==> config.mk <==
export PLATFORM = sky130hd
export DESIGN_NAME = fb_line_fifo
export DESIGN_NICKNAME = d
export VERILOG_FILES = /design/src/design/axi_rd_pkg.sv /design/src/design/fb_cfg_pkg.sv /design/src/design/fb_line_fifo.sv
export SDC_FILE = /design/constraint.sdc
export NUM_CORES = 2
export LEC_CHECK = 0
export ABC_AREA = 1
export BUFFER_PORTS_ARGS = -buffer_cell sky130_fd_sc_hd__buf_2
export CAP_MARGIN = 25
export CORE_MARGIN = 3
export CORE_UTILIZATION = 40
export DETAILED_ROUTE_END_ITERATION = 8
export PLACE_DENSITY_LB_ADDON = 0.2
export SKIP_LAST_GASP = 1
export SYNTH_ARGS = -nofsm -noshare
export SYNTH_HDL_FRONTEND = slang
export SYNTH_SLANG_ARGS = --single-unit
==> constraint.sdc <==
create_clock -name clk -period 3 [get_ports clk]
set_input_delay 0.3 -clock clk [delete_from_list [all_inputs] [get_ports clk]]
set_output_delay 0.3 -clock clk [all_outputs]
set_load 0.02 [all_outputs]
==> src/design/axi_rd_pkg.sv <==
package axi_rd_pkg;

  localparam int AXI_ADDR_WIDTH = 20;
  localparam int AXI_DATA_WIDTH = 16;
  localparam int AXI_ID_WIDTH   = 4;
  localparam int BURST_LEN      = 128;

  localparam logic [2:0] AXI_SIZE_2B    = 3'd1;
  localparam logic [1:0] AXI_BURST_INCR = 2'b01;
  localparam logic [1:0] AXI_RESP_OKAY  = 2'b00;

  typedef struct packed {
    logic [AXI_ID_WIDTH-1:0]   id;
    logic [AXI_ADDR_WIDTH-1:0] addr;
    logic [7:0]                len;   // Beats minus one.
    logic [2:0]                size;
    logic [1:0]                burst;
  } axi_ar_t;

  typedef struct packed {
    logic [AXI_ID_WIDTH-1:0]   id;
    logic [AXI_DATA_WIDTH-1:0] data;
    logic [1:0]                resp;
    logic                      last;
  } axi_r_t;

  typedef struct packed {
    logic                      we;
    logic [AXI_ADDR_WIDTH-2:0] addr;  // Word address.
    logic [AXI_DATA_WIDTH-1:0] data;
  } mem_load_t;

endpackage

==> src/design/fb_cfg_pkg.sv <==
package fb_cfg_pkg;

  localparam int COLOR_WIDTH = 4;
  localparam int H_WIDTH     = 12;
  localparam int V_WIDTH     = 12;

  localparam int PIX_IDX_WIDTH = H_WIDTH + V_WIDTH;

  // Two bursts of buffering.
  localparam int FIFO_DEPTH  = 256;
  localparam int FIFO_AW     = $clog2(FIFO_DEPTH);
  localparam int COUNT_WIDTH = FIFO_AW + 1;

  typedef struct packed {
    logic [H_WIDTH-1:0]                    h_visible;
    logic [V_WIDTH-1:0]                    v_visible;
    logic [axi_rd_pkg::AXI_ADDR_WIDTH-1:0] base;  // Byte address of pixel 0,0.
  } fb_geom_t;

  typedef struct packed {
    logic                   sof;
    logic                   eol;
    logic [COLOR_WIDTH-1:0] red;
    logic [COLOR_WIDTH-1:0] grn;
    logic [COLOR_WIDTH-1:0] blu;
  } pix_t;

endpackage

==> src/design/fb_line_fifo.sv <==
`timescale 1ns/1ps

module fb_line_fifo (
  input  logic                                  clk,
  input  logic                                  rst_n,
  input  logic                                  r_valid,
  input  axi_rd_pkg::axi_r_t                    r,
  output logic                                  r_ready,
  output logic                                  fifo_valid,
  output logic [axi_rd_pkg::AXI_DATA_WIDTH-1:0] fifo_data,
  input  logic                                  fifo_pop,
  output logic                                  pop
);
  import fb_cfg_pkg::*;
  import axi_rd_pkg::*;

  logic [AXI_DATA_WIDTH-1:0] mem [FIFO_DEPTH];
  logic [FIFO_AW-1:0]        wr_ptr;
  logic [FIFO_AW-1:0]        rd_ptr;
  logic [COUNT_WIDTH-1:0]    count;
  logic                      push;

  assign r_ready    = (count != COUNT_WIDTH'(FIFO_DEPTH));
  assign push       = r_valid && r_ready;
  assign fifo_valid = (count != '0);
  assign pop        = fifo_valid && fifo_pop;  // Also the credit return.
  assign fifo_data  = mem[rd_ptr];

  always_ff @(posedge clk) begin
    if (push) begin
      mem[wr_ptr] <= r.data;
    end
  end

  always_ff @(posedge clk) begin
    if (!rst_n) begin
      wr_ptr <= '0;
      rd_ptr <= '0;
      count  <= '0;
    end else begin
      if (push) begin
        wr_ptr <= wr_ptr + 1'b1;
      end
      if (pop) begin
        rd_ptr <= rd_ptr + 1'b1;
      end
      case ({push, pop})
        2'b10:   count <= count + 1'b1;
        2'b01:   count <= count - 1'b1;
        default: count <= count;
      endcase
    end
  end

endmodule

==> results.tsv <==
metric	value	unit
drtPass1Iterations	8	
design.core.area	0.414	mm²
leakagePower	72.2	nW
drc_errors	0	
synth.distinct_cells	31	
gp_congestion	0.874	
cp.required	2.70	ns
grt_max_degree	108	
end_kind	output port	
final_cells	20500	
area_delta_synth_final	22.3	%
syn_area	0.167	mm²
yosysWarningCount	0	
grtUsageTotal	24.5	%
crit_path_start_kind	flip-flop	
critPathMaxStageDelay	0.47	ns
floorplan.initialDensity	40.2	%
p_int	107	mW
die_y	652	µm
die-area	0.425	mm²
ys_top_cells_by_area	edfxtp_1 (74%), nand3_1 (12%), nand2_1 (9.5%)	
max_cap_violations	0	
rows	236	
cts-root-buf	clkbuf_16	
cts.path.max_buffers	4	
cts_max_level	5	
grt_pass1_vias	105000	
cp_slowest_cell	dfxtp_4	
synth.avg_cell_area	12.1	µm²
viasPerCell	5.51	
synth_nets	13800	
final_hold_viol_count	0	
tns	-17.39	ns
power_frac_clock	34.5	%
arrival	3.83	ns
pwr-share-seq	41.8	%
worstSetupPathType	reg2out	
cpMostUsedCell	nand3_1	
swShare	30.0	%
hpwl	324000	µm
status	finished with violations	
violations	setup timing	
clock_skew	0.0949	ns
fin_crit	4.13	ns
cts_buffers	433	
max_freq	0.242	GHz
cts_tree	done	
antenna_left	0	
yosysTopAreaCell	edfxtp_1	
rsz0062_at_grt	true	
routed_wirelength	538000	µm
setup_viol	16	
synth_cells	13800	
cp_cell_sequence	clkinv_8, buf_6, buf_12, buf_4, nand3_1, nand3_1, nand3_1, nand3_1, nand3_1, nand3_2, buf_12, nand2_1, nand2_2, nand2_4, buf_6	
final.period_utilization	138	%
path_max_fanout	17	
cts.sinks	4129	
insertion_delay	1.01	ns
placed_cells	19600	
clk_pin_slew	0.06	ns
relSlewSlack	13.0	%
grt_pass1_wl	764000	µm
critPathBufInv	6	
cp_top_family	simple AND/OR/NAND/NOR gates	
p_comb_share	23.7	%
vias	113000	
yosysSeqAreaShare	74.2	%
finalNetCount	14600	
ys_ff_latch	4129	
worstHoldPathType	in2reg	
die_x	652	µm
portBuffers	38	
initialDrtViolationCount	13000	
antenna_found_initial	22	
ir_drop	556	µV
tightest_slew	1.30	ns
power.switching	45.7	mW
layout-drive-gt1-share	17.6	%
final.setup.worst_slack	-1.13	ns
pin_count	46	
wire_per_inst	26.3	µm
overflow	0	
fin_util	49.2	%
drv_slew	0	
fillers	36000	
p_per_area	747	mW/mm²
synth.top_cell.area_share	73.8	%
-- power by group through the flow --
stage / sequential [mW] / combinational [mW] / clock (mW)
2_1_floorplan: 64.8 / 17.1 / 0
6_report: 63.6 / 36.1 / 52.6
3_3_place_gp: 64.8 / 31.3 / 0
4_1_cts: 63.6 / 34.1 / 53.3
3_5_place_dp: 64.8 / 31.4 / 0
5_1_grt: 63.6 / 38.6 / 55.6
-- through the flow --
| step | power, mW | hold slack [ns] | setup WS (ns) | area [µm²] |
|---|---|---|---|---|
| floorplan | 81.9 | 0.399 | 0.0329 | 167000 |
| global placement | 96.1 | 0.454 | -0.888 | 183000 |
| detailed placement | 96.3 | 0.461 | -0.904 | 183000 |
| CTS | 151 | 0.254 | -1.24 | 201000 |
| global route | 158 | 0.273 | -1.21 | 204000 |
| finish | 152 | 0.322 | -1.13 | 204000 |
-- repair_timing --
item | CTS | global route
pin swaps | 45 | 152
setup endpoints to repair | 20 | 38
gates cloned | 35 | 16
setup buffers | 32 | 13
hold buffers | 20 | 0
hold endpoints to repair | 915 | 0
resized for setup | 404 | 573
-- Yosys cell counts --
master    number
nor4_2         1
nand3_2        3
xor2_1         9
nor2_1       293
buf_12         1
buf_1         81
nand2_2        3
dfxtp_1       33
nor2b_1        1
inv_2          4
o21ai_0       20
nand4_2        5
nand3_1     4042
inv_4          1
nor4_1         2
nand4_1        5
inv_1         45
buf_6         26
clkbuf_1     134
nor3_2         1
clkinv_1       3
ha_1           9
edfxtp_1    4096
buf_2        535
nand2_1     4233
xnor2_1        1
a211oi_1       1
o22ai_1        1
nor3_1         5
a21oi_1       22
buf_4        163
-- final timing paths --
check	slack, ns	cells past startpoint	startpoint	endpoint
min reg2reg	0.48	2	rd_ptr[4]$_SDFFE_PN0N_	flip-flop
min	0.32	2	r[6]	mem[201][3]$_DFFE_PP_
max reg2reg	0.11	11	count[6]$_SDFFE_PN0P_	mem[78][13]$_DFFE_PP_
max	-1.13	15	flip-flop	fifo_data[13]
-- registers in the layout, indices dropped and copies added (netlist names), named ones only --
signal and flops:
wr_ptr 8, mem 4096, rd_ptr 8, count 9
-- layout by cell type, fill, tap and decap left out, types with 22 or more instances in the layout --
master,n
bufinv_16,36
nor2_1,265
dfxtp_1,26
buf_6,50
inv_1,43
nand3_1,3446
nand2_1,4168
clkinv_1,115
clkinv_2,99
clkbuf_1,79
clkbuf_16,453
nor2_2,27
buf_16,60
nand3_4,114
buf_12,399
nand3_2,485
a21oi_1,22
nand2_2,48
buf_4,737
edfxtp_1,4096
buf_8,34
-- layout make-up --
class                      instances  area (µm²)  share of cell area [%]
antenna                            7        17.5                 0.00859
clock buffer                     520       11300                    5.53
clock inverter                   279        2460                    1.21
inverter                          53         259                   0.127
multi-input combinational       8657       42100                    20.6
sequential                      4129      124000                    60.6
tap                             5474        6850                    3.36
timing repair buffer            1335       17300                    8.47
timing repair inverter             1        11.3                 0.00552
-- routing by layer --
| metal | global-route usage [%] | up-vias | part of all wire, % | wire length, µm |
|---|---|---|---|---|
| met2 | 38.5 | 4468 | 46 | 250000 |
| met3 | 3.42 | 781 | 7.6 | 41100 |
| met5 | 0 | - | 0 | 0 |
| met4 | 7.78 | 0 | 3.3 | 18000 |
| li1 | - | 51000 | - | - |
| met1 | 35.2 | 56400 | 43 | 229000 |
-- logic make-up after synthesis --
logic type	synth area share (%)
DFF	74.2
and+or+nand+nor	22.4
buffers and inverters	3.13
adders and majority gates	0.0675
xor gates and xnor gates	0.0525
AOI/OAI and AO/OA	0.134
(Power assumes the default switching activity.)
