$ cat config.mk
export PLATFORM = sky130hd
export DESIGN_NAME = fb_burst_reader
export DESIGN_NICKNAME = d
export VERILOG_FILES = /design/src/design/axi_rd_pkg.sv /design/src/design/fb_cfg_pkg.sv /design/src/design/fb_burst_reader.sv
export SDC_FILE = /design/constraint.sdc
export NUM_CORES = 1
export LEC_CHECK = 0
export BUFFER_PORTS_ARGS = -buffer_cell sky130_fd_sc_hd__clkbuf_2
export CAP_MARGIN = 15
export CELL_PAD_IN_SITES_DETAIL_PLACEMENT = 0
export CELL_PAD_IN_SITES_GLOBAL_PLACEMENT = 1
export CORE_UTILIZATION = 47
export CTS_CLUSTER_DIAMETER = 80
export DETAILED_ROUTE_END_ITERATION = 16
export PLACE_DENSITY = 0.81
export SYNTH_ARGS = -nofsm -noshare
export SYNTH_HDL_FRONTEND = slang
export SYNTH_SLANG_ARGS = --single-unit
$ cat constraint.sdc
create_clock -name clk -period 11.1 [get_ports clk]
set_input_delay 3.33 -clock clk [delete_from_list [all_inputs] [get_ports clk]]
set_output_delay 3.33 -clock clk [all_outputs]
set_load 0.02 [all_outputs]
$ cat src/design/axi_rd_pkg.sv
package axi_rd_pkg;

  localparam int AXI_ADDR_WIDTH = 20;
  localparam int AXI_DATA_WIDTH = 16;
  localparam int AXI_ID_WIDTH   = 4;
  localparam int BURST_LEN      = 128;

  localparam logic [2:0] AXI_SIZE_2B    = 3'd1;
  localparam logic [1:0] AXI_BURST_INCR = 2'b01;
  localparam logic [1:0] AXI_RESP_OKAY  = 2'b00;

  typedef struct packed {
    logic [AXI_ID_WIDTH-1:0]   id;
    logic [AXI_ADDR_WIDTH-1:0] addr;
    logic [7:0]                len;   // Beats minus one.
    logic [2:0]                size;
    logic [1:0]                burst;
  } axi_ar_t;

  typedef struct packed {
    logic [AXI_ID_WIDTH-1:0]   id;
    logic [AXI_DATA_WIDTH-1:0] data;
    logic [1:0]                resp;
    logic                      last;
  } axi_r_t;

  typedef struct packed {
    logic                      we;
    logic [AXI_ADDR_WIDTH-2:0] addr;  // Word address.
    logic [AXI_DATA_WIDTH-1:0] data;
  } mem_load_t;

endpackage

$ cat src/design/fb_cfg_pkg.sv
package fb_cfg_pkg;

  localparam int COLOR_WIDTH = 4;
  localparam int H_WIDTH     = 12;
  localparam int V_WIDTH     = 12;

  localparam int PIX_IDX_WIDTH = H_WIDTH + V_WIDTH;

  // Two bursts of buffering.
  localparam int FIFO_DEPTH  = 256;
  localparam int FIFO_AW     = $clog2(FIFO_DEPTH);
  localparam int COUNT_WIDTH = FIFO_AW + 1;

  typedef struct packed {
    logic [H_WIDTH-1:0]                    h_visible;
    logic [V_WIDTH-1:0]                    v_visible;
    logic [axi_rd_pkg::AXI_ADDR_WIDTH-1:0] base;  // Byte address of pixel 0,0.
  } fb_geom_t;

  typedef struct packed {
    logic                   sof;
    logic                   eol;
    logic [COLOR_WIDTH-1:0] red;
    logic [COLOR_WIDTH-1:0] grn;
    logic [COLOR_WIDTH-1:0] blu;
  } pix_t;

endpackage

$ cat src/design/fb_burst_reader.sv
`timescale 1ns/1ps

module fb_burst_reader (
  input  logic                 clk,
  input  logic                 rst_n,
  input  logic                 enable,
  input  fb_cfg_pkg::fb_geom_t geom,
  output logic                 ar_valid,
  output axi_rd_pkg::axi_ar_t  ar,
  input  logic                 ar_ready,
  input  logic                 pop
);
  import fb_cfg_pkg::*;
  import axi_rd_pkg::*;

  logic [PIX_IDX_WIDTH-1:0]  pix_idx;
  logic [PIX_IDX_WIDTH-1:0]  pix_next;
  logic [PIX_IDX_WIDTH-1:0]  frame_pix;
  logic [COUNT_WIDTH-1:0]    credit;
  logic [AXI_ADDR_WIDTH-1:0] addr_q;
  logic                      ar_hs;
  logic                      can_issue;

  assign frame_pix = geom.h_visible * geom.v_visible;
  assign pix_next  = pix_idx + PIX_IDX_WIDTH'(BURST_LEN);
  assign ar_hs     = ar_valid && ar_ready;

  // Whole burst must fit in the FIFO.
  assign can_issue = enable && !ar_valid && (credit >= COUNT_WIDTH'(BURST_LEN));

  always_ff @(posedge clk) begin
    if (!rst_n) begin
      ar_valid <= 1'b0;
    end else if (can_issue) begin
      ar_valid <= 1'b1;
    end else if (ar_hs) begin
      ar_valid <= 1'b0;
    end
  end

  // Held until accepted.
  always_ff @(posedge clk) begin
    if (can_issue) begin
      addr_q <= geom.base + AXI_ADDR_WIDTH'({pix_idx, 1'b0});
    end
  end

  always_ff @(posedge clk) begin
    if (!rst_n) begin
      pix_idx <= '0;
    end else if (ar_hs) begin
      if (pix_next >= frame_pix) begin
        pix_idx <= '0;  // Wrap to base.
      end else begin
        pix_idx <= pix_next;
      end
    end
  end

  always_ff @(posedge clk) begin
    if (!rst_n) begin
      credit <= COUNT_WIDTH'(FIFO_DEPTH);
    end else begin
      credit <= credit + COUNT_WIDTH'(pop)
              - (ar_hs ? COUNT_WIDTH'(BURST_LEN) : COUNT_WIDTH'(0));
    end
  end

  assign ar.id    = '0;
  assign ar.addr  = addr_q;
  assign ar.len   = 8'(BURST_LEN - 1);
  assign ar.size  = AXI_SIZE_2B;
  assign ar.burst = AXI_BURST_INCR;

endmodule

==> summary.md <==
| Metric | Value |
|---|---|
| Status | `finished, final reports clean` |
| Top cell by count, worst path | `fa_1` |
| Layout Skew | `about 0.0067 ns` |
| Layout cells sized above 1 | `9.01%` |
| Post-CTS Setup Inserts | `0` |
| Filler Cell Count | `1536` |
| Fmax | `0.102 GHz` |
| Unrepaired setup endpoints after global routing | `no` |
| Syn Inst Count | `871` |
| Placed Cells | `1118` |
| Mapped Avg Cell Area | `8.87 µm²` |
| Worst reg2reg path depth | `11` |
| Worst Hold Class | `flop to flop` |
| Buf/Inv on CP | `6` |
| Slowest stage delay, CP | `0.55 ns` |
| PD cells | `229 nW/µm²` |
| Worst path cell trace | `clkbuf_2 -> and2_1 -> fa_1 -> inv_1 -> fa_1 -> inv_1 -> fa_1 -> fa_1 -> inv_1 -> fa_1 -> inv_1 -> ha_1 -> clkinv_1 -> o31a_1 -> or4b_4 -> a311oi_2 -> xnor2_1 -> ha_1 -> a21o_1 -> a21o_1 -> a211oi_1 -> and2_1 -> o21a_1 -> a22o_1` |
| Die Wd | `130 µm` |
| GRT Total Usage | `18.5%` |
| Data required, critical path | `11.33 ns` |
| Grt ovf | `0` |
| Routed via count | `about 5700` |
| Vias in the first global route | `5510` |
| CP Class | `input port to flop` |
| Port bufs | `about 70` |
| Final hold viol count | `0` |
| Sequential share of power | `11.6%` |
| Max_cap viols | `0` |
| Tmin final | `9.78 ns` |
| GPL Wtd Cong | `approximately 0.81` |
| Net Sw Frac | `50.1%` |
| Worst path depth | `24` |
| Max rail drop VDD | `0.167 mV` |
| Post-DP HPWL | `12200 µm` |
| Final ANT Viol Nets | `0` |
| Sequential-to-total area share from yosys stat | `14.8%` |
| CP max stage cell | `or4b_4` |
| Placeable Area | `~16000 µm²` |
| CP Capture Type | `flop` |
| Post-synth EDFFs | `20` |
| H-tree levels | `2` |
| Initial antenna violation count | `0` |
| WL/cell | `13.0 µm` |
| Die span in y | `130 µm` |
| ANT cells | `0` |
| WHS | `around 0.5 ns` |
| Synth unique cells | `56` |
| Ys flop type | `dfxtp_1` |
| Seq. cell area | `between 1000 and 1500 µm²` |
| Startpoint types | `input port` |
| CP arrival | `10.01 ns` |
| Initial DRC Count | `~270` |
| Area grow syn2layout | `7.16%` |
| Residual DRC count | `0` |
| Die Area | `16900 µm²` |
| Hold Path Depth | `2` |
| Top delay family on crit path | `adder cells` |
| Pleak | `4.26 nW` |
| Final core occ | `51.9%` |
| Combinational group share of total power | `80.7%` |
| Syn. warnings | `0` |
| Clk_lat worst skew | `0.29 ns` |
| Post-Syn Area | `7720 µm²` |
| Max transition margin | `56.0%` |
| Multi-input logic area | `5800 µm²` |
| P_sw | `about 0.95 mW` |
| DRT Pass-1 Iters | `4` |
| Yosys reg bits | `47` |
| Largest net degree at the start of global routing | `21` |
| TNS Setup | `0 ns` |
| First-pass GRT wire length | `25300 µm` |
| Longest Clk Path Bufs | `2` |
| TritonCTS clock tree | `yes` |
| Final Cycle Share | `between 80% and 90%` |
| Final std cells w/o fill | `1126` |
| Clock Root Buffer | `clkbuf_16` |
| Initial Util | `just under 50%` |
| # hold bufs at CTS | `0` |
| CP max FO | `13` |
| Clock power share | `~7.7%` |
| Synth area leaders | `fa_1 (26%), ha_1 (17%), edfxtp_1 (7.8%), inv_1 (7.2%), dfxtp_1 (7.0%)` |
| Fin nets | `1162` |
| Total CTS buffers | `5` |
| Most common cell in the netlist | `inv_1` |
| CTS Sinks | `between 40 and 50` |
| Final max-slew violation count | `0` |
| Transition time of the tightest slew-check pin | `0.661 ns` |
| Asr flop ratio synth | `0%` |
| Setup violators final | `0` |
| Synth top area share | `approximately 26%` |
| I/O pins | `a little under 90` |
| Post-CTS Resized | `0` |
| Row count | `46` |
| Post-Route WL | `14600 µm` |
| Post-synth top area cell | `fa_1` |
| Overall Power | `1.90 mW` |
| Internal cell power | `0.946 mW` |
| Vias per cell | `5.03` |
| Clk slew on worst S/H paths | `0.06 ns` |
| Post-synth top cells | `inv_1 (148), nand2_1 (107), ha_1 (104)` |
area by class of cell:
type | count | area share (%)
Clock buffer | 6 | 1.56
Inverter | 151 | 6.85
Sequential cell | 47 | 13.8
Timing Repair Buffer | 70 | 4.26
Tap cell | 216 | 3.27
Multi-Input combinational cell | 634 | 70.1
Clock inverter | 2 | 0.151
worst reg2reg max path: stages, from the launching register on:
cell	delay (ns)
dfxtp_1	0.53
ha_1	0.27
and3_1	0.25
nand3_1	0.12
xnor2_1	0.22
ha_1	0.29
a21oi_1	0.15
o21a_1	0.17
o211ai_1	0.12
a221oi_1	0.62
o21a_1	0.55
a22o_1	0.23
power groups by stage:
stage / clock [mW] / sequential, mW / combinational, mW
after floorplan: 0 / 0.237 / 1.23
after global placement: 0 / 0.223 / 1.53
after detailed placement: 0 / 0.223 / 1.54
after CTS: 0.149 / 0.219 / 1.56
after global routing: 0.159 / 0.222 / 1.79
final: 0.147 / 0.219 / 1.53
final timing paths:
path                  to   startpoint  slack [ns]
max          pix_idx[23]     geom[35]        1.32
min          pix_idx[22]  pix_idx[22]        0.49
max reg2reg  pix_idx[23]   pix_idx[7]        7.51
min reg2reg  pix_idx[22]  pix_idx[22]        0.49
stage by stage:
stage | worst slack [ns] | instance area (µm²)
3_5_place_dp | 1.00 | 8140
2_1_floorplan | 1.50 | 7780
3_3_place_gp | 1.11 | 8140
5_1_grt | 0.862 | 8280
4_1_cts | 1.29 | 8280
6_report | 1.32 | 8280
state kept, by name, summed over array words and instances (netlist names):
register,cells
ar_valid,1
credit,9
pix_idx,17
addr_q,20
metal layers:
metal | share of wire (%) | routed length [µm] | up-vias | GRT usage, %
li1 | - | - | 2827 | -
met1 | 46 | 6790 | 2773 | 25.2
met2 | 51 | 7480 | 59 | 32.7
met3 | 2.1 | 312 | 4 | 2.13
met4 | 0.28 | 41 | 0 | 1.64
met5 | 0 | 0 | - | 0
placed cells by master (no fill, tap or decap), drive strengths merged, types with 18 or more instances in the layout:
cell	count
ha	104
edfxtp	20
dfxtp	27
fa	100
xnor2	26
a21oi	28
nand2	107
clkbuf	75
inv	150
xor2	18
nor2	26
and2	70
cell families after synthesis:
group                    count (synthesis)  share of synthesized area, %
multiplexers                             2                         0.259
adder cells (fa/ha/maj)                204                          42.8
XOR/XNOR                                44                          4.99
AND/OR/NAND/NOR                        261                          16.8
other                                    2                        0.0972
AO/OA/AOI/OAI                          106                          9.56
buffers and inverters                  205                          10.8
flip-flops                              47                          14.8
(Power assumes the default switching activity.)
