`src/design/axi_rd_pkg.sv`:
```
package axi_rd_pkg;

  localparam int AXI_ADDR_WIDTH = 20;
  localparam int AXI_DATA_WIDTH = 16;
  localparam int AXI_ID_WIDTH   = 4;
  localparam int BURST_LEN      = 128;

  localparam logic [2:0] AXI_SIZE_2B    = 3'd1;
  localparam logic [1:0] AXI_BURST_INCR = 2'b01;
  localparam logic [1:0] AXI_RESP_OKAY  = 2'b00;

  typedef struct packed {
    logic [AXI_ID_WIDTH-1:0]   id;
    logic [AXI_ADDR_WIDTH-1:0] addr;
    logic [7:0]                len;   // Beats minus one.
    logic [2:0]                size;
    logic [1:0]                burst;
  } axi_ar_t;

  typedef struct packed {
    logic [AXI_ID_WIDTH-1:0]   id;
    logic [AXI_DATA_WIDTH-1:0] data;
    logic [1:0]                resp;
    logic                      last;
  } axi_r_t;

  typedef struct packed {
    logic                      we;
    logic [AXI_ADDR_WIDTH-2:0] addr;  // Word address.
    logic [AXI_DATA_WIDTH-1:0] data;
  } mem_load_t;

endpackage

```
`src/design/fb_cfg_pkg.sv`:
```
package fb_cfg_pkg;

  localparam int COLOR_WIDTH = 4;
  localparam int H_WIDTH     = 12;
  localparam int V_WIDTH     = 12;

  localparam int PIX_IDX_WIDTH = H_WIDTH + V_WIDTH;

  // Two bursts of buffering.
  localparam int FIFO_DEPTH  = 256;
  localparam int FIFO_AW     = $clog2(FIFO_DEPTH);
  localparam int COUNT_WIDTH = FIFO_AW + 1;

  typedef struct packed {
    logic [H_WIDTH-1:0]                    h_visible;
    logic [V_WIDTH-1:0]                    v_visible;
    logic [axi_rd_pkg::AXI_ADDR_WIDTH-1:0] base;  // Byte address of pixel 0,0.
  } fb_geom_t;

  typedef struct packed {
    logic                   sof;
    logic                   eol;
    logic [COLOR_WIDTH-1:0] red;
    logic [COLOR_WIDTH-1:0] grn;
    logic [COLOR_WIDTH-1:0] blu;
  } pix_t;

endpackage

```
`src/design/fb_pix_unpack.sv`:
```
`timescale 1ns/1ps

module fb_pix_unpack (
  input  logic                                  clk,
  input  logic                                  rst_n,
  input  fb_cfg_pkg::fb_geom_t                  geom,
  input  logic                                  fifo_valid,
  input  logic [axi_rd_pkg::AXI_DATA_WIDTH-1:0] fifo_data,
  output logic                                  fifo_pop,
  output logic                                  pix_valid,
  output fb_cfg_pkg::pix_t                      pix,
  input  logic                                  pix_ready
);
  import fb_cfg_pkg::*;
  import axi_rd_pkg::*;

  typedef struct packed {
    logic [AXI_DATA_WIDTH-3*COLOR_WIDTH-1:0] pad;
    logic [COLOR_WIDTH-1:0]                  red;
    logic [COLOR_WIDTH-1:0]                  grn;
    logic [COLOR_WIDTH-1:0]                  blu;
  } word_t;

  word_t              word;
  logic [H_WIDTH-1:0] h_cnt;
  logic [V_WIDTH-1:0] v_cnt;
  logic               take;
  logic               last_col;

  assign word     = word_t'(fifo_data);
  assign fifo_pop = !pix_valid || pix_ready;  // Stage empty or draining.
  assign take     = fifo_valid && fifo_pop;
  assign last_col = (h_cnt == geom.h_visible - 1'b1);

  always_ff @(posedge clk) begin
    if (!rst_n) begin
      pix_valid <= 1'b0;
      h_cnt     <= '0;
      v_cnt     <= '0;
    end else if (take) begin
      pix_valid <= 1'b1;
      h_cnt     <= last_col ? '0 : h_cnt + 1'b1;
      if (last_col) begin
        v_cnt <= (v_cnt == geom.v_visible - 1'b1) ? '0 : v_cnt + 1'b1;
      end
    end else if (pix_ready) begin
      pix_valid <= 1'b0;
    end
  end

  always_ff @(posedge clk) begin
    if (take) begin
      pix.sof <= (h_cnt == '0) && (v_cnt == '0);
      pix.eol <= last_col;
      pix.red <= word.red;
      pix.grn <= word.grn;
      pix.blu <= word.blu;
    end
  end

endmodule

```
`config.mk`:
```
export PLATFORM = sky130hd
export DESIGN_NAME = fb_pix_unpack
export DESIGN_NICKNAME = d
export VERILOG_FILES = /design/src/design/axi_rd_pkg.sv /design/src/design/fb_cfg_pkg.sv /design/src/design/fb_pix_unpack.sv
export SDC_FILE = /design/constraint.sdc
export NUM_CORES = 1
export LEC_CHECK = 0
export ABC_AREA = 1
export BUFFER_PORTS_ARGS = -buffer_cell sky130_fd_sc_hd__buf_2
export CAP_MARGIN = 40
export CORE_UTILIZATION = 48
export CTS_CLUSTER_DIAMETER = 120
export DETAILED_ROUTE_END_ITERATION = 10
export PLACE_DENSITY = 0.77
export SKIP_LAST_GASP = 1
export SLEW_MARGIN = 20
export SYNTH_ARGS = -nofsm -noshare
export SYNTH_HDL_FRONTEND = slang
export SYNTH_SLANG_ARGS = --single-unit
```
`constraint.sdc`:
```
create_clock -name clk -period 1.65 [get_ports clk]
set_input_delay 0.0825 -clock clk [delete_from_list [all_inputs] [get_ports clk]]
set_output_delay 0.0825 -clock clk [all_outputs]
set_load 0.01 [all_outputs]
```
==> impl_metrics.py, run 1 <==
metrics = {
    "sta": {
        "min_period_over_period": 1.03,
        "layout_setup_ws_ns": -0.0455,
        "fin_worst_skew_ns": 0.00459,
        "hold_viol_final": 0,
        "final-setup-viol-count": 3,
        "worst_pin_slew_ns": 0.505,
        "period_minus_slack_ns": 1.70,
        "finalSetupTns_ns": -0.0533,
        "slew_viol_final": 0,
        "rsz0062_at_grt": "yes",
        "fmax_mhz": 590,
        "slew_headroom": 0.661,
    },
    "floorplan": {
        "start_util": 0.495,
        "core_sq_mm": 0.00592,
        "ios": 80,
        "die_h_microns": 80.2,
        "rows": 28,
        "die_area_sq_mm": 0.00642,
        "die_x_microns": 80.2,
    },
    "status": {
        "status": "finished with violations",
        "violations": "negative setup slack",
    },
    "detailed_routing": {
        "routed_wirelength_mm": 8.08,
        "wl_per_cell_microns": 12.4,
        "viasPerCell": 5.12,
        "drt-initial-drc-count": 212,
        "vias": 3325,
        "ant_nets": 0,
        "drc": 0,
        "drt-pass1-iter-count": 5,
    },
    "clock_tree": {
        "cts-htree-levels": 2,
        "cts_buffers": 5,
        "clkSinkCount": 39,
        "cts_max_path_buffers": 2,
        "path_clk_slew_ns": 0.08,
        "cts_tree": "yes",
        "clk_latency_ns": 0.30,
        "clock-root-buffer": "clkbuf_8",
    },
    "synthesis": {
        "synth_cells": 451,
        "synth.distinct_cells": 30,
        "ys_seq_area_frac": 0.314,
        "synth.cell_area_sq_mm": 0.00293,
        "ys_warn_count": 0,
        "avgSynthCellArea_sq_um": 6.50,
        "ys_ff_latch": 39,
        "syn_nets": 521,
    },
    "power_and_ir_drop": {
        "p_per_area_mw_per_mm2": 532,
        "peakVddDrop_mv": 0.433,
        "power_mw": 2.18,
        "leakagePower_nw": 1.92,
    },
    "global_route": {
        "grt_pass1_wl_mm": 12.8,
        "grt_pass1_vias": 3005,
        "grt_max_degree": 23,
        "grt.overflow.total": 0,
        "grt_antenna_before_repair": 0,
        "grt_util_all_layers": 0.254,
    },
    "setup_path": {
        "crit_buf_inv": 3,
        "critical-path-max-stage-delay_ns": 0.36,
        "cp_slowest_cell": "dfxtp_2",
        "crit-reg2reg-launch": "h_cnt[0]",
        "crit_chain": "inv_2 -> nand2_2 -> nand2_2 -> nor2_2 -> nand3_1 -> inv_2 -> nand2_2 -> nor2_1 -> nand2_1 -> nor2_4 -> buf_6 -> nand3_2 -> nand2_1 -> nand2_1 -> nor2_1",
        "critPathLaunchType": "flop",
        "worstReg2RegEnd": "v_cnt[3]",
        "crit_family": "simple AND/OR/NAND/NOR gates",
        "reg2regPathDepth": 15,
        "cp.arrival_ns": 1.93,
        "crit_path_max_fanout": 6,
        "cp.required_ns": 1.89,
        "reg2reg_setup_slack_ns": -0.05,
        "end_kind": "flop",
        "crit_type": "flop to flop",
    },
    "place": {
        "place_hpwl_mm": 6.02,
        "preCtsSetupSlack_ns": -0.213,
        "place.gp.congestion": 0.891,
        "portBuffers": 55,
        "placed_cell_area_sq_mm": 0.00361,
    },
    "final_layout": {
        "final_area_sq_mm": 0.00411,
        "nets": 644,
        "final_cell_mix": "nand2_1 (133), buf_2 (55), nor2_1 (54)",
        "syn_to_final_growth_pct": 40.0,
        "mostFrequentLayoutCell": "nand2_1",
        "n_antenna_cell": 0,
        "drive_gt1_frac": 0.336,
    },
    "worst_hold_path": {
        "whs_path_depth": 3,
        "hold_class": "input port to flop",
        "worstHoldStart": "rst_n",
        "worstHoldEndpoint": "v_cnt[5]",
    },
    "job": {
        "maxCapViolCount": 0,
    },
}
-- worst max path at each step --
stage	cells after the start	start	slack [ns]	end
final	15	h_cnt[0]	-0.05	v_cnt[3]
after floorplan	14	geom[33]	0.02	h_cnt[5]
after CTS	12	h_cnt[11]	0.004	v_cnt[3]
after global routing	15	h_cnt[0]	-0.14	v_cnt[3]
after global placement	15	geom[33]	-0.13	v_cnt[1]
after detailed placement	16	geom[33]	-0.21	v_cnt[3]
-- worst min-delay path, stage by stage --
cell and delay (ns):
buf_2 0.17, o21ai_2 0.10, nor2_1 0.04
-- logic make-up after synthesis --
family / share of synthesized area
fa+ha+maj: 0.0256
simple gates: 0.448
buf+inv: 0.0836
flops: 0.314
compound gates: 0.0329
xor+xnor: 0.0956
-- power by group --
group	total [mW]	leakage, nW	switching, mW	internal (mW)
logic	0.475	1.53	0.258	0.217
registers	1.04	0.342	0.00973	1.03
clock network	0.672	0.0408	0.370	0.302
-- routing by layer --
metal	vias up	GRT usage	wire length (microns)
met5	-	0	0
met2	121	0.429	3840
li1	1675	-	-
met1	1515	0.316	3560
met4	0	0.0804	125
met3	14	0.0602	563
-- cell type report --
class                           instances  area [sq um]
Fill cell                             492          1820
Inverter                               60           228
Clock inverter                          3          23.8
Clock buffer                            5          68.8
Sequential cell                        39           935
Multi-Input combinational cell        349          1950
Tap cell                               75          93.8
Timing Repair Buffer                  119           802
-- synth_stat cells --
| master | instances | area [sq um] |
|---|---|---|
| nand3b_1 | 3 | 22.5 |
| a21oi_2 | 1 | 8.76 |
| edfxtp_1 | 14 | 420 |
| nand2_4 | 2 | 22.5 |
| xor2_1 | 23 | 201 |
| nor3_1 | 8 | 40.0 |
| inv_2 | 8 | 30.0 |
| buf_2 | 1 | 5.00 |
| nand3_2 | 3 | 30.0 |
| nor2_4 | 2 | 22.5 |
| xnor2_1 | 9 | 78.8 |
| o21ai_0 | 5 | 25.0 |
| clkinv_1 | 1 | 3.75 |
| inv_1 | 51 | 191 |
| a21oi_1 | 9 | 45.0 |
| or2_2 | 1 | 6.26 |
| nor2_2 | 8 | 50.1 |
| ha_1 | 6 | 75.1 |
| nor4_1 | 7 | 43.8 |
| nand4_1 | 11 | 68.8 |
| nor3_2 | 3 | 30.0 |
| nor2_1 | 61 | 229 |
| o21ai_2 | 1 | 8.76 |
| nand2_2 | 1 | 6.26 |
| nand3_1 | 41 | 205 |
| o2111ai_1 | 1 | 8.76 |
| buf_6 | 1 | 11.3 |
| clkbuf_1 | 1 | 3.75 |
| dfxtp_1 | 25 | 500 |
| nand2_1 | 143 | 537 |
-- stage by stage --
stage               hold slack [ns]  instances   util
finish                        0.122        650  0.693
global route                  0.135        650  0.693
CTS                           0.127        648  0.661
detailed placement            0.261        620  0.610
global placement              0.259        620  0.610
floorplan                     0.181        451      -
-- flip-flops by register name, summed over array words and instances, names as in the netlist --
register,flops
v_cnt,12
h_cnt,12
pix_valid,1
pix,14
-- repair_timing --
item | in CTS | in global routing
endpoints found under the hold margin | 12 | 0
buffers inserted | 8 | 2
resized for setup | 12 | 47
hold buffers | 12 | 0
gates cloned | 0 | 0
pin swaps | 8 | 27
setup endpoints to repair | 13 | 24
(Power assumes the default switching activity.)
==> run 2, diff against run 1 <==
- ABC_AREA: 1 -> unset
- CORE_UTILIZATION: 48 -> 47
- GPL_TIMING_DRIVEN: unset -> 1
- PLACE_DENSITY: 0.77 -> 0.89
==> run 2 against run 1 <==
Against the previous run:
- the run still ends with negative setup slack left
- critical path depth decreased by 4
- core utilization increased by 9.0 points
- non-clock buffer count increased by 32
- maximum frequency decreased by 25%
- sequential share of layout area decreased by 0.19 points
- sequential power about the same
- wire length increased by 19%
- combinational power increased by 6.7%
- worst hold slack got worse by 0.072 ns
- via count decreased by 2.8%
- largest power group unchanged
==> impl_metrics.py, run 2 <==
metrics = {
    "setup_path": {
        "crit_family": "simple AND/OR/NAND/NOR gates",
        "critPathLaunchType": "input port",
        "cp_slowest_cell": "a2111o_1",
        "critical-path-max-stage-delay_ns": 0.46,
        "end_kind": "flop",
        "cp.arrival_ns": 2.44,
        "crit_buf_inv": 3,
        "crit_chain": "buf_12 -> inv_12 -> ha_4 -> or3b_4 -> or3_1 -> a2111o_1 -> nand3_4 -> nand4_4 -> buf_6 -> o21ai_4 -> o21ba_2",
        "crit_path_max_fanout": 6,
        "crit_type": "input port to flop",
        "cp.required_ns": 1.84,
    },
    "sta": {
        "period_minus_slack_ns": 2.26,
        "min_period_over_period": 1.37,
        "hold_slack_ns": 0.0496,
        "fin_worst_skew_ns": 0.00753,
        "hold_viol_final": 0,
        "layout_setup_ws_ns": -0.607,
        "slew_viol_final": 0,
        "slew_headroom": 0.672,
        "rsz0062_at_grt": "yes",
        "worst_pin_slew_ns": 0.492,
        "final-setup-viol-count": 25,
        "fmax_mhz": 443,
    },
    "synthesis": {
        "synth.area.top_cells": "dfxtp_1 (19%), edfxtp_1 (16%), xnor2_1 (6.7%)",
        "synth_ff_type": "dfxtp_1",
        "ys_warn_count": 0,
        "synth.distinct_cells": 62,
        "synthSimpleGateAreaFrac": 0.317,
        "synth_xor_area_frac": 0.126,
        "synth-adder-area-share": 0.0285,
        "ys_ff_latch": 39,
        "synth.cell_area_sq_mm": 0.00263,
        "synth_top_area_share": 0.190,
        "synthMuxAreaShare": 0.00761,
        "avgSynthCellArea_sq_um": 8.77,
        "synth_compound_area_frac": 0.124,
        "synth_cells": 300,
        "ys_seq_area_frac": 0.350,
        "syn_nets": 370,
        "netlist_top_cells_count": "nor2_1 (30), dfxtp_1 (25), nand2_1 (22)",
        "synth-edff-count": 14,
        "async_flop_share": 0,
        "yosysTopAreaCell": "dfxtp_1",
        "synth.most_common_cell": "nor2_1",
        "synth_top_family_by_area": "simple AND/OR/NAND/NOR gates",
    },
    "clock_tree": {
        "path_clk_slew_ns": 0.08,
        "cts_max_path_buffers": 2,
        "clk_latency_ns": 0.29,
        "cts-htree-levels": 2,
        "clock-root-buffer": "clkbuf_8",
        "cts_buffers": 5,
        "clkSinkCount": 39,
        "cts_tree": "yes",
    },
    "detailed_routing": {
        "viasPerCell": 6.23,
        "vias": 3232,
        "drc": 0,
        "drt-pass1-iter-count": 5,
        "ant_nets": 0,
        "wl_per_cell_microns": 18.5,
        "met1_length_mm": 3.69,
        "dr_wl_met3_microns": 755,
        "routed_wirelength_mm": 9.58,
        "highest_layer": "met4",
        "wl_met2_mm": 4.59,
        "drt-initial-drc-count": 310,
    },
    "power_and_ir_drop": {
        "power_mw": 2.18,
        "p_per_area_mw_per_mm2": 532,
        "leakagePower_nw": 1.64,
        "peakVddDrop_mv": 0.456,
    },
    "floorplan": {
        "die_x_microns": 76.8,
        "start_util": 0.502,
        "ios": 80,
        "core_sq_mm": 0.00524,
        "die_area_sq_mm": 0.00590,
        "rows": 26,
        "die_h_microns": 76.8,
    },
    "final_layout": {
        "mostFrequentLayoutCell": "buf_4",
        "final_cell_mix": "buf_4 (75), buf_2 (53), dfxtp_1 (21)",
        "largestRegisters": "pix: 14 flops, h_cnt: 12 flops, v_cnt: 12 flops",
        "largest_reg_flops": 14,
        "fill_cells": 284,
        "n_antenna_cell": 0,
        "final_cell_count_no_fill": 519,
        "syn_to_final_growth_pct": 55.9,
        "drive_gt1_frac": 0.461,
        "post-route-util": 0.783,
        "nets": 518,
        "top_register": "pix",
    },
    "status": {
        "violations": "negative setup slack",
        "status": "finished with violations",
    },
    "worst_hold_path": {
        "hold_class": "input port to flop",
    },
    "place": {
        "portBuffers": 55,
        "place_hpwl_mm": 5.64,
        "dp.cells": 490,
        "place.gp.congestion": 0.884,
    },
    "global_route": {
        "grt.overflow.total": 0,
        "grt_util_all_layers": 0.306,
        "grt_max_degree": 18,
        "grt_pass1_vias": 3124,
        "grt_pass1_wl_mm": 14.5,
        "grt_antenna_before_repair": 0,
    },
    "job": {
        "maxCapViolCount": 0,
    },
}
-- run 2: cell types whose count changed in the layout (fill, tap and decap cells not counted), sizes merged, moves of 6 or more --
| cell | before | now |
|---|---|---|
| nor2 | 71 | 30 |
| nand3 | 44 | 13 |
| xnor2 | 9 | 20 |
| or3 | 0 | 6 |
| nand2 | 146 | 22 |
| buf | 107 | 139 |
| o211ai | 0 | 6 |
| inv | 60 | 18 |
-- run 2: worst reg2reg max path, cell delays in order (launching register included) --
cell	delay, ns
dfxtp_2	0.34
xnor2_2	0.16
buf_4	0.14
o21ai_0	0.10
a2111o_1	0.52
nand3_4	0.14
nand4_4	0.16
buf_6	0.16
o21ai_4	0.22
o21ba_2	0.20
-- run 2: layout make-up --
type,instances,area (sq um),share of cell area
Multi-Input combinational cell,233,1810,0.442
Timing Repair Buffer,151,1110,0.270
Sequential cell,39,926,0.226
Tap cell,70,87.6,0.0214
Inverter,18,85.1,0.0207
Clock buffer,6,72.6,0.0177
Clock inverter,2,12.5,0.00305
-- run 2: path summary, 6_finish.rpt --
| path | cells past startpoint | endpoint | slack (ns) | from |
|---|---|---|---|---|
| min reg2reg | 2 | pix_valid | 0.55 | pix_valid |
| max reg2reg | 9 | v_cnt[9] | -0.58 | h_cnt[10] |
| min | 3 | pix_valid | 0.05 | fifo_valid |
| max | 11 | v_cnt[9] | -0.61 | geom[33] |
-- run 2: metrics by stage --
stage	worst slack, ns	area [sq um]	TNS, ns
5_1_grt	-0.668	4100	-13.96
3_3_place_gp	-0.884	3560	-17.50
2_1_floorplan	-0.664	2680	-10.86
4_1_cts	-0.524	3980	-10.24
3_5_place_dp	-0.909	3560	-18.37
6_report	-0.607	4100	-12.48
-- run 2: power by group --
part / total (mW) / switching, mW / internal [mW] / leakage, nW
Clock: 0.638 / 0.342 / 0.296 / 0.0412
Combinational: 0.507 / 0.259 / 0.248 / 1.26
Sequential: 1.04 / 0.0106 / 1.03 / 0.339
-- run 2: layer usage --
metal,vias up,GRT usage
met5,-,0
met4,0,0.167
met3,67,0.0631
met2,241,0.530
met1,1523,0.350
li1,1401,-
-- run 2: kinds of logic after synthesis --
family	after synthesis
adder cells (fa/ha/maj)	6
AND/OR/NAND/NOR	142
AO/OA/AOI/OAI	45
multiplexers	2
flip-flops	39
XOR/XNOR	38
buffers and inverters	28
-- run 2: timing repair --
action	in CTS	in global routing
endpoints found under the hold margin	12	0
gates cloned	1	0
gates resized for setup	38	25
hold buffers	12	0
setup endpoints to repair	25	26
setup buffers	8	1
pin swaps	22	3
==> run 3, diff against run 2 <==
- CELL_PAD_IN_SITES_DETAIL_PLACEMENT: unset -> 0
- CELL_PAD_IN_SITES_GLOBAL_PLACEMENT: unset -> 1
- CORE_UTILIZATION: 47 -> 34
- PLACE_DENSITY: 0.89 -> 0.88
==> run 3 against run 2 <==
Against the previous run:
- the flow still finishes with violations (negative setup slack)
- first-iteration DRC count down 69%
- global-route usage down 13 points
- die area up 37%
- critical path type unchanged
- critical endpoint is now v_cnt[7]
==> impl_metrics.py, run 3 (synthesis results as in run 2) <==
metrics = {
    "sta": {
        "final-setup-viol-count": 25,
        "period_minus_slack_ns": 2.24,
        "worst_pin_slew_ns": 0.420,
        "layout_setup_ws_ns": -0.588,
        "fmax_mhz": 447,
        "fin_worst_skew_ns": 0.00850,
        "rsz0062_at_grt": "yes",
        "min_period_over_period": 1.36,
        "slew_headroom": 0.716,
        "hold_viol_final": 0,
        "slew_viol_final": 0,
    },
    "detailed_routing": {
        "routed_wirelength_mm": 7.18,
        "drc": 0,
        "vias": 2772,
        "drt-pass1-iter-count": 4,
        "wl_per_cell_microns": 13.0,
        "ant_nets": 0,
        "drt-initial-drc-count": 97,
        "viasPerCell": 5.02,
    },
    "power_and_ir_drop": {
        "peakVddDrop_mv": 0.337,
        "p_per_area_mw_per_mm2": 556,
        "power_mw": 2.31,
        "leakagePower_nw": 1.67,
    },
    "setup_path": {
        "worstReg2RegEnd": "v_cnt[7]",
        "cp.arrival_ns": 2.43,
        "reg2reg_setup_slack_ns": -0.57,
        "critPathLaunchType": "input port",
        "cp_slowest_cell": "a2111o_1",
        "critical-path-max-stage-delay_ns": 0.49,
        "crit_start": "geom[32]",
        "crit_path_max_fanout": 5,
        "crit_chain": "buf_8 -> inv_6 -> ha_4 -> or3b_4 -> or3_1 -> a2111o_1 -> a31oi_2 -> nand4_1 -> o21a_1 -> o21ba_2",
        "crit-reg2reg-launch": "h_cnt[10]",
        "cp.required_ns": 1.84,
        "crit_type": "input port to flop",
        "end_kind": "flop",
        "reg2regPathDepth": 7,
    },
    "final_layout": {
        "largestRegisters": "pix: 14 flops, h_cnt: 12 flops, v_cnt: 12 flops",
        "n_antenna_cell": 0,
        "final_cell_mix": "buf_4 (79), buf_2 (53), dfxtp_1 (23)",
        "final_cell_count_no_fill": 552,
        "syn_to_final_growth_pct": 57.8,
        "largest_reg_flops": 14,
        "top_register": "pix",
        "nets": 522,
        "drive_gt1_frac": 0.457,
        "fill_cells": 634,
        "post-route-util": 0.563,
        "mostFrequentLayoutCell": "buf_4",
        "final_area_sq_mm": 0.00415,
    },
    "global_route": {
        "grt_antenna_before_repair": 0,
        "grt_util_met2": 0.319,
        "grt_max_degree": 14,
        "grt-busiest-layer": "met2",
        "grt_util_all_layers": 0.181,
        "grt_pass1_wl_mm": 12.1,
        "grt_pass1_vias": 2731,
        "met1_usage": 0.226,
        "grt.overflow.total": 0,
        "met3_usage": 0.0254,
    },
    "place": {
        "dp.cells": 526,
        "portBuffers": 55,
        "placed_cell_area_sq_mm": 0.00364,
        "place.gp.congestion": 0.830,
        "preCtsSetupSlack_ns": -0.938,
        "place_hpwl_mm": 5.53,
    },
    "clock_tree": {
        "clock-root-buffer": "clkbuf_8",
        "clkSinkCount": 39,
        "cts_buffers": 5,
        "path_clk_slew_ns": 0.08,
        "cts_max_path_buffers": 2,
        "cts-htree-levels": 2,
        "clk_latency_ns": 0.29,
        "cts_tree": "yes",
    },
    "worst_hold_path": {
        "worstHoldEndpoint": "pix_valid",
        "worstHoldStart": "fifo_valid",
        "hold_class": "input port to flop",
        "whs_path_depth": 3,
    },
    "floorplan": {
        "die_h_microns": 90.0,
        "die_area_sq_mm": 0.00809,
        "die_x_microns": 90.0,
        "start_util": 0.357,
        "core_sq_mm": 0.00737,
        "ios": 80,
        "rows": 31,
    },
    "job": {
        "maxCapViolCount": 0,
    },
    "status": {
        "status": "finished with violations",
        "violations": "negative setup slack",
    },
}
-- run 3: metal layers --
metal / vias up / routed length [microns]
met2: 56 / 3610
met1: 1302 / 3250
met3: 10 / 228
met5: - / 0
met4: 0 / 104
li1: 1404 / -
-- run 3: worst max path at each step --
stage          slack (ns)  depth (start not counted)        to
6_report            -0.59                         10  v_cnt[7]
5_1_grt             -0.70                          7  v_cnt[7]
4_1_cts             -0.52                         10  v_cnt[7]
3_5_place_dp        -0.94                         10  v_cnt[7]
3_3_place_gp        -0.89                         10  v_cnt[9]
2_1_floorplan       -0.66                          9  v_cnt[9]
-- run 3: critical path, delay by kind of cell --
kind / cells / cell delay [ns]
AO/OA/AOI/OAI: 4 / 1.09
adder cells (fa/ha/maj): 1 / 0.12
buffers and inverters: 2 / 0.14
AND/OR/NAND/NOR: 3 / 0.97
-- run 3: what timing repair did --
action,CTS,global route
setup endpoints to repair,25,25
hold endpoints to repair,12,0
resized for setup,30,25
gates cloned,0,1
buffers inserted,5,1
hold buffers,12,0
pin swaps,23,15
-- run 3: final cells by class --
type                       instances  area, sq um  share of cell area
multi-input combinational        233         1770               0.427
timing repair buffer             155         1130               0.273
tap                               99          124              0.0298
clock inverter                     3         43.8              0.0105
clock buffer                       5         68.8              0.0166
sequential                        39          923               0.222
inverter                          18         85.1              0.0205
-- run 3: report_power, final --
| part | internal [mW] | switching (mW) | leakage [nW] |
|---|---|---|---|
| Combinational | 0.246 | 0.227 | 1.27 |
| Clock | 0.450 | 0.349 | 0.0581 |
| Sequential | 1.03 | 0.00988 | 0.338 |
| Total | 1.72 | 0.586 | 1.67 |
-- run 3: metrics by stage --
| step | setup TNS, ns | hold slack, ns |
|---|---|---|
| after detailed placement | -18.93 | 0.262 |
| after CTS | -9.70 | 0.0197 |
| after global routing | -13.99 | 0.0286 |
| final | -12.16 | 0.0286 |
| after floorplan | -10.86 | 0.181 |
| after global placement | -18.28 | 0.260 |
